File: src/verilog/fcNeuronPkg.sv
package fcNeuronPkg;
	localparam int numInputs = 15; // activations and weights per vector.
	localparam int floatWidth = 32;
	localparam int regAddrWidth = 8;
	localparam int treeLeaves = numInputs + 1; // products plus the bias.
	localparam int regIndexWidth = $clog2(treeLeaves);
	localparam int stageCount = 6; // node latency in cycles.
	localparam logic [regAddrWidth-1:0] biasAddr = 8'h3C; // weights sit at 00 to 38.
	localparam logic signed [9:0] floatBias = 10'sd127;
	localparam logic [floatWidth-2:0] maxMagnitude = 31'h7F7FFFFF; // largest finite value.

	typedef enum logic [1:0] {
		OKAY = 2'b00,
		SLVERR = 2'b10
	} axiResp;

	typedef enum logic {
		wrIdle,
		wrResp
	} wrState;

	typedef enum logic {
		rdIdle,
		rdData
	} rdState;

	typedef struct packed {
		logic [regAddrWidth-1:0] awAddr;
		logic awValid;
		logic [floatWidth-1:0] wData;
		logic [floatWidth/8-1:0] wStrb;
		logic wValid;
		logic bReady;
		logic [regAddrWidth-1:0] arAddr;
		logic arValid;
		logic rReady;
	} axiLiteReq;

	typedef struct packed {
		logic awReady;
		logic wReady;
		logic arReady;
		logic bValid;
		axiResp bResp;
		logic [floatWidth-1:0] rData;
		logic rValid;
		axiResp rResp;
	} axiLiteResp;

	typedef struct packed {
		logic [numInputs-1:0][floatWidth-1:0] weights;
		logic [floatWidth-1:0] bias;
	} nodeParams;
endpackage

File: src/verilog/neuronRegs.sv
`timescale 1ns/1ps

module neuronRegs (
	input  logic clk,
	input  logic reset,
	input  fcNeuronPkg::axiLiteReq bus,
	output fcNeuronPkg::axiLiteResp busResp,
	output fcNeuronPkg::nodeParams params
);
	import fcNeuronPkg::*;

	wrState writeState;
	rdState readState;
	logic wrAccept; // drives both write readies.
	logic rdAccept;
	logic bValid;
	logic rValid;
	axiResp bResp;
	axiResp rResp;
	logic [floatWidth-1:0] rData;
	logic [treeLeaves-1:0][floatWidth-1:0] regWords; // weights, bias in the top word.
	logic wrMapped;
	logic rdMapped;
	logic [regIndexWidth-1:0] wrIndex;
	logic [regIndexWidth-1:0] rdIndex;

	assign wrMapped = bus.awAddr <= biasAddr;
	assign rdMapped = bus.arAddr <= biasAddr;
	assign wrIndex = bus.awAddr[regIndexWidth+1:2];
	assign rdIndex = bus.arAddr[regIndexWidth+1:2];

	// write channel, address and data are taken together.
	always_ff @(posedge clk)
	begin
		if (reset)
		begin
			writeState <= wrIdle;
			wrAccept <= 1'b0;
			bValid <= 1'b0;
			regWords <= '0;
		end
		else
		begin
			case (writeState)
				wrIdle:
				begin
					if (wrAccept)
					begin
						wrAccept <= 1'b0;
						bValid <= 1'b1;
						writeState <= wrResp;
						if (wrMapped)
						begin
							for (int n = 0; n < floatWidth / 8; n++)
								if (bus.wStrb[n])
									regWords[wrIndex][8*n +: 8] <= bus.wData[8*n +: 8];
						end
					end
					else if (bus.awValid && bus.wValid)
						wrAccept <= 1'b1;
				end
				wrResp:
				begin
					if (bus.bReady)
					begin
						bValid <= 1'b0;
						writeState <= wrIdle;
					end
				end
				default: writeState <= wrIdle;
			endcase
		end
	end

	always_ff @(posedge clk)
	begin
		if (reset)
		begin
			readState <= rdIdle;
			rdAccept <= 1'b0;
			rValid <= 1'b0;
		end
		else
		begin
			case (readState)
				rdIdle:
				begin
					if (rdAccept)
					begin
						rdAccept <= 1'b0;
						rValid <= 1'b1;
						readState <= rdData;
					end
					else if (bus.arValid)
						rdAccept <= 1'b1;
				end
				rdData:
				begin
					if (bus.rReady)
					begin
						rValid <= 1'b0;
						readState <= rdIdle;
					end
				end
				default: readState <= rdIdle;
			endcase
		end
	end

	// response payload, captured on the accepting cycle.
	always_ff @(posedge clk)
	begin
		if (wrAccept)
		begin
			if (wrMapped)
				bResp <= OKAY;
			else
				bResp <= SLVERR;
		end
		if (rdAccept)
		begin
			if (rdMapped)
			begin
				rData <= regWords[rdIndex];
				rResp <= OKAY;
			end
			else
			begin
				rData <= '0;
				rResp <= SLVERR;
			end
		end
	end

	assign busResp = '{
		awReady: wrAccept,
		wReady: wrAccept,
		arReady: rdAccept,
		bValid: bValid,
		bResp: bResp,
		rData: rData,
		rValid: rValid,
		rResp: rResp
	};

	assign params = '{weights: regWords[numInputs-1:0], bias: regWords[numInputs]};
endmodule
File: config.mk
export PLATFORM = sky130hd
export DESIGN_NAME = neuronRegs
export DESIGN_NICKNAME = d
export VERILOG_FILES = /design/src/verilog/fcNeuronPkg.sv /design/src/verilog/neuronRegs.sv
export SDC_FILE = /design/constraint.sdc
export NUM_CORES = 1
export LEC_CHECK = 0
export ABC_AREA = 1
export BUFFER_PORTS_ARGS = -buffer_cell sky130_fd_sc_hd__buf_2
export CAP_MARGIN = 20
export CORE_MARGIN = 2
export CORE_UTILIZATION = 40
export DETAILED_ROUTE_END_ITERATION = 6
export PLACE_DENSITY = 0.6
export SYNTH_ARGS = -nofsm -noshare
export SYNTH_HDL_FRONTEND = slang
export SYNTH_SLANG_ARGS = --single-unit
File: constraint.sdc
create_clock -name clk -period 4.5 [get_ports clk]
set_clock_uncertainty 0.15 [all_clocks]
set_input_delay 0.675 -clock clk [delete_from_list [all_inputs] [get_ports clk]]
set_output_delay 0.675 -clock clk [all_outputs]
set_load 0.01 [all_outputs]
==> impl_metrics.json, run 1 <==
{
  "synth-adder-area-share": 0,
  "crit_path_end_kind": "register",
  "p_sw_mw": 3.01,
  "die_w_um": 264,
  "vias_per_cell": 5.40,
  "drcViolationCount": 0,
  "die_h_um": 264,
  "num-nets-final": 4716,
  "finalSetupTns_ns": 0,
  "grt_usage": 0.338,
  "synthMuxAreaShare": 0,
  "arrival_ns": 3.17,
  "tightest_slew_ns": 1.11,
  "crit_required_ns": 4.87,
  "fp-row-count": 95,
  "grt_overflow": 0,
  "ctsHoldBuffers": 0,
  "leakage_nw": 15.1,
  "cts_tree": "yes",
  "synth-xor-area-share": 0,
  "design_area_sq_um": 32700,
  "port_buffers": 609,
  "first_iter_violations": 3687,
  "cp_max_fo": 33,
  "post-cts-setup-buffer-count": 0,
  "ys_seq_area_frac": 0.421,
  "slew_viol_final": 0,
  "start_util": 0.404,
  "first_global_vias": 26427,
  "grt_setup_unrepaired": "no",
  "powerDensity_nw_per_um2": 347,
  "syn_area_per_cell_sq_um": 6.39,
  "path_class": "reg2reg",
  "syn_area_sq_um": 27100,
  "io-pin-count": 612,
  "fillers": 7035,
  "core_area_sq_um": 67000,
  "yosys.area_share.simple": 0.443,
  "hpwl_um": 84700,
  "min_period_ns": 2.80,
  "vias": 30125,
  "p_int_mw": 8.35,
  "ir_worst_vdd_mv": 0.323,
  "final_core_util": 0.488,
  "synthToLayoutAreaGrowth_pct": 20.9,
  "dp_cells": 5467,
  "synth_compound_area_frac": 0.0613,
  "p_sw_frac": 0.265,
  "grt_max_degree": 137,
  "status": "finished clean",
  "cts.path.max_buffers": 3,
  "cts_resized": 0,
  "totalWireLength_um": 124000,
  "syn-instance-count": 4234,
  "p_clk_frac": 0.467,
  "ys_types": 29,
  "dpl-instance-area_sq_um": 30600,
  "root_buffer": "clkbuf_16",
  "hp-class": "in2reg",
  "place.gp.congestion": 0.905,
  "reg2reg_setup_slack_ns": 1.70,
  "final_antenna_net_count": 0,
  "die_area_sq_um": 69800,
  "wl_per_cell_um": 22.1,
  "multi_input_area_sq_um": 13700,
  "clkSinkCount": 552,
  "pwr-share-comb": 0.093,
  "pwr-share-seq": 0.440,
  "drive_gt1_frac": 0.173,
  "period_share": 0.622,
  "hold_viol": 0,
  "synth_warnings": 0,
  "htreeDepth": 2,
  "startpoint_type": "register",
  "grt_pass1_wl_um": 179000,
  "synth_top_family_by_area": "simple AND/OR/NAND/NOR gates",
  "ys_ff_latch": 552,
  "fin_cells": 5582,
  "max-cap-violations": 0,
  "setup_viol": 0,
  "seq_area_sq_um": 11400,
  "path_clk_slew_ns": 0.06,
  "numCtsBuffers": 61,
  "slew_headroom": 0.258,
  "drt_first_pass_iters": 6,
  "antenna_found_initial": 5,
  "clock_latency_ns": 0.64,
  "fmax_mhz": 357
}
[registers in the layout, summed over array words and instances, names as in the netlist]
name        cells
rData          32
writeState      1
wrAccept        1
rValid          1
readState       1
bValid          1
rdAccept        1
bResp           1
rResp           1
params        512
[final cells by class]
type	count	share of cell area
Multi-Input combinational cell	3216	0.419
Sequential cell	552	0.348
Timing Repair Buffer	679	0.118
Clock buffer	85	0.0550
Tap cell	873	0.0334
Inverter	147	0.0173
Clock inverter	28	0.00887
Antenna cell	2	0.000153
[worst max-delay path: stages, from the launching register on]
cell,delay [ns]
dfxtp_1,0.38
inv_1,0.11
nor2_4,0.41
nand3_4,0.21
nor2_4,0.78
buf_4,0.38
nand3_1,0.09
nand2_1,0.10
nor2_1,0.05
[cell usage in the layout (no fill, tap or decap), types with 2 or more instances in the layout]
master	count
nor2_1	1260
nand2_1	983
nand3_1	617
buf_2	608
dfxtp_1	517
inv_1	143
o21ai_0	117
a21oi_1	99
o211ai_1	75
clkbuf_16	64
buf_4	47
edfxtp_1	34
nor3_1	26
buf_12	22
clkinv_2	14
clkbuf_8	12
nor2_4	10
clkbuf_1	9
nor3_4	7
nor2_2	6
clkinv_1	6
bufinv_16	6
nand4_4	3
nand3b_1	3
diode_2	2
conb_1	2
inv_6	2
[layer usage]
metal  GRT usage  routed length [um]  vias to the layer above
met1       0.466               52100                    13957
met5           0                  27                        -
li1            -                   -                    14288
met2       0.514               54200                     1626
met4       0.122                4530                        4
met3      0.0792               12700                      250
[final timing paths]
check | from | to | cells after the start
setup / recovery | wrAccept | params[92] | 8
hold / removal | bus[11] | wrAccept | 3
setup reg to reg | wrAccept | params[92] | 8
hold reg to reg | rValid | rValid | 2
[Yosys cell counts (all sizes together)]
cell type / number / area, sq um
nor2: 1276 / 4820
nand2: 985 / 3710
nand3: 618 / 3110
dfxtp: 518 / 10400
buf: 179 / 953
inv: 147 / 552
clkbuf: 141 / 529
o21ai: 117 / 586
a21oi: 99 / 495
o211ai: 75 / 563
edfxtp: 34 / 1020
nor3: 34 / 249
nand4: 4 / 70.1
nand3b: 3 / 22.5
a211oi: 1 / 7.51
a21boi: 1 / 7.51
conb: 1 / 3.75
or2: 1 / 6.26
[power by group through the flow]
stage                     registers [mW]  logic, mW  clock network (mW)
after floorplan                     5.12      0.608                   0
after global placement              5.11       1.02                   0
after detailed placement            5.11       1.02                   0
after CTS                           5.00       1.03                5.34
after global routing                5.00       1.12                5.54
final                               5.00       1.05                5.31
[stage by stage]
stage	power [mW]	worst slack, ns	hold slack [ns]
6_report	11.4	1.70	0.172
5_1_grt	11.7	1.54	0.187
4_1_cts	11.4	1.71	0.148
3_5_place_dp	6.13	1.28	0.312
3_3_place_gp	6.13	1.34	0.307
2_1_floorplan	5.73	2.30	0.292
[cell families (layout without fill, tap and decap cells)]
kind of cell	count (synthesis)	count (layout)
flops	552	552
other cells	1	4
compound gates	293	293
simple gates	2921	2921
buf+inv	467	939
Note: power is estimated with default switching activity, not from simulation.
==> run 2, diff against run 1 <==
==> constraint.sdc (replaced) <==
create_clock -name clk -period 2.73 [get_ports clk]
set_clock_uncertainty 0.15 [all_clocks]
set_input_delay 0.4095 -clock clk [delete_from_list [all_inputs] [get_ports clk]]
set_output_delay 0.4095 -clock clk [all_outputs]
set_load 0.01 [all_outputs]
==> impl_metrics.json, run 2 (same netlist as run 1, synthesis figures left out) <==
{
  "status": "finished clean",
  "io-pin-count": 612,
  "cts.path.max_buffers": 3,
  "htreeDepth": 2,
  "first_global_vias": 26315,
  "final_core_util": 0.502,
  "numCtsBuffers": 61,
  "fmax_mhz": 430,
  "synthToLayoutAreaGrowth_pct": 24.2,
  "hold_viol": 0,
  "slew_viol_final": 0,
  "p_int_mw": 13.6,
  "start_util": 0.404,
  "met1_usage": 0.478,
  "whs_ns": 0.115,
  "tightest_slew_ns": 0.979,
  "final_cell_mix": "nor2_1, nand2_1, nand3_1, buf_2, dfxtp_1",
  "first_iter_violations": 3438,
  "drive_gt1_frac": 0.189,
  "fillers": 7010,
  "place.gp.congestion": 0.935,
  "grt_setup_unrepaired": "no",
  "powerDensity_nw_per_um2": 550,
  "hp-class": "in2reg",
  "die_w_um": 264,
  "antenna_found_initial": 5,
  "min_period_ns": 2.33,
  "path_class": "reg2reg",
  "dp_cells": 5562,
  "worst_slack_ns": 0.402,
  "pwr-share-comb": 0.097,
  "port_buffers": 609,
  "startpoint_type": "register",
  "max-cap-violations": 0,
  "dpl-instance-area_sq_um": 31500,
  "design_area_sq_um": 33600,
  "p_sw_mw": 4.95,
  "grt_pass1_wl_um": 177000,
  "largest_register_ffs": 512,
  "crit_path_end_kind": "register",
  "fp-row-count": 95,
  "root_buffer": "clkbuf_16",
  "setup_viol": 0,
  "totalWireLength_um": 122000,
  "slew_headroom": 0.347,
  "final_common_cell": "nor2_1",
  "cp_max_fo": 57,
  "clock_latency_ns": 0.64,
  "cts_resized": 0,
  "vias_per_cell": 5.35,
  "hpwl_um": 85200,
  "post-place-ws_ns": 0.287,
  "grt_usage": 0.332,
  "core_area_sq_um": 67000,
  "vias": 30417,
  "grtUsageMet3": 0.0573,
  "arrival_ns": 2.71,
  "met2_usage": 0.503,
  "fin_cells": 5682,
  "p_sw_frac": 0.267,
  "drcViolationCount": 0,
  "cts_tree": "yes",
  "leakage_nw": 15.7,
  "drt_first_pass_iters": 6,
  "post-cts-setup-buffer-count": 0,
  "crit_required_ns": 3.11,
  "pwr-share-seq": 0.446,
  "period_share": 0.853,
  "clkSinkCount": 552,
  "ir_worst_vdd_mv": 0.560,
  "wl_per_cell_um": 21.4,
  "p_clk_frac": 0.458,
  "path_clk_slew_ns": 0.06,
  "grt_overflow": 0,
  "die_area_sq_um": 69800,
  "num-nets-final": 4816,
  "power_mw": 18.5,
  "final_antenna_net_count": 0,
  "grt_max_degree": 83,
  "top_usage_layer": "met2",
  "die_h_um": 264,
  "finalSetupTns_ns": 0
}
[run 2: routing by layer]
layer,up-vias,share of wire
met4,6,0.033
met3,220,0.090
li1,14493,-
met2,1556,0.44
met5,-,0.00033
met1,14142,0.44
[run 2: worst paths after layout]
path,from,to,slack [ns],cells past startpoint
max reg2reg,wrAccept,params[278],0.40,8
max,wrAccept,params[278],0.40,8
min,bus[15],params[29],0.12,5
min reg2reg,rValid,rValid,0.33,2
[run 2: power groups by stage]
| stage | logic, mW | registers, mW | clock network (mW) |
|---|---|---|---|
| after floorplan | 1.00 | 8.44 | 0 |
| after global placement | 1.74 | 8.42 | 0 |
| after detailed placement | 1.74 | 8.42 | 0 |
| after CTS | 1.75 | 8.25 | 8.53 |
| after global routing | 1.91 | 8.25 | 8.85 |
| final | 1.79 | 8.25 | 8.47 |
[run 2: what timing repair did]
action / in CTS / in global routing
hold endpoints to repair: 6 / 0
endpoints found under the setup margin: 0 / 0
hold buffers: 5 / 0
[run 2: critical path: stages (launching register included)]
cell	delay, ns
dfxtp_1	0.39
inv_1	0.11
nor2_4	0.32
nand3_4	0.26
nor2_4	0.38
buf_12	0.31
nand3_1	0.12
nand2_1	0.10
nor2_1	0.04
[run 2: layout make-up]
cell class | count | area, sq um | area share
sequential | 552 | 11400 | 0.339
clock inverter | 19 | 174 | 0.00517
antenna | 1 | 2.50 | 0.0000744
tap | 873 | 1090 | 0.0325
timing repair buffer | 779 | 4820 | 0.143
clock buffer | 95 | 1870 | 0.0555
multi-input combinational | 3216 | 13700 | 0.408
inverter | 147 | 567 | 0.0169
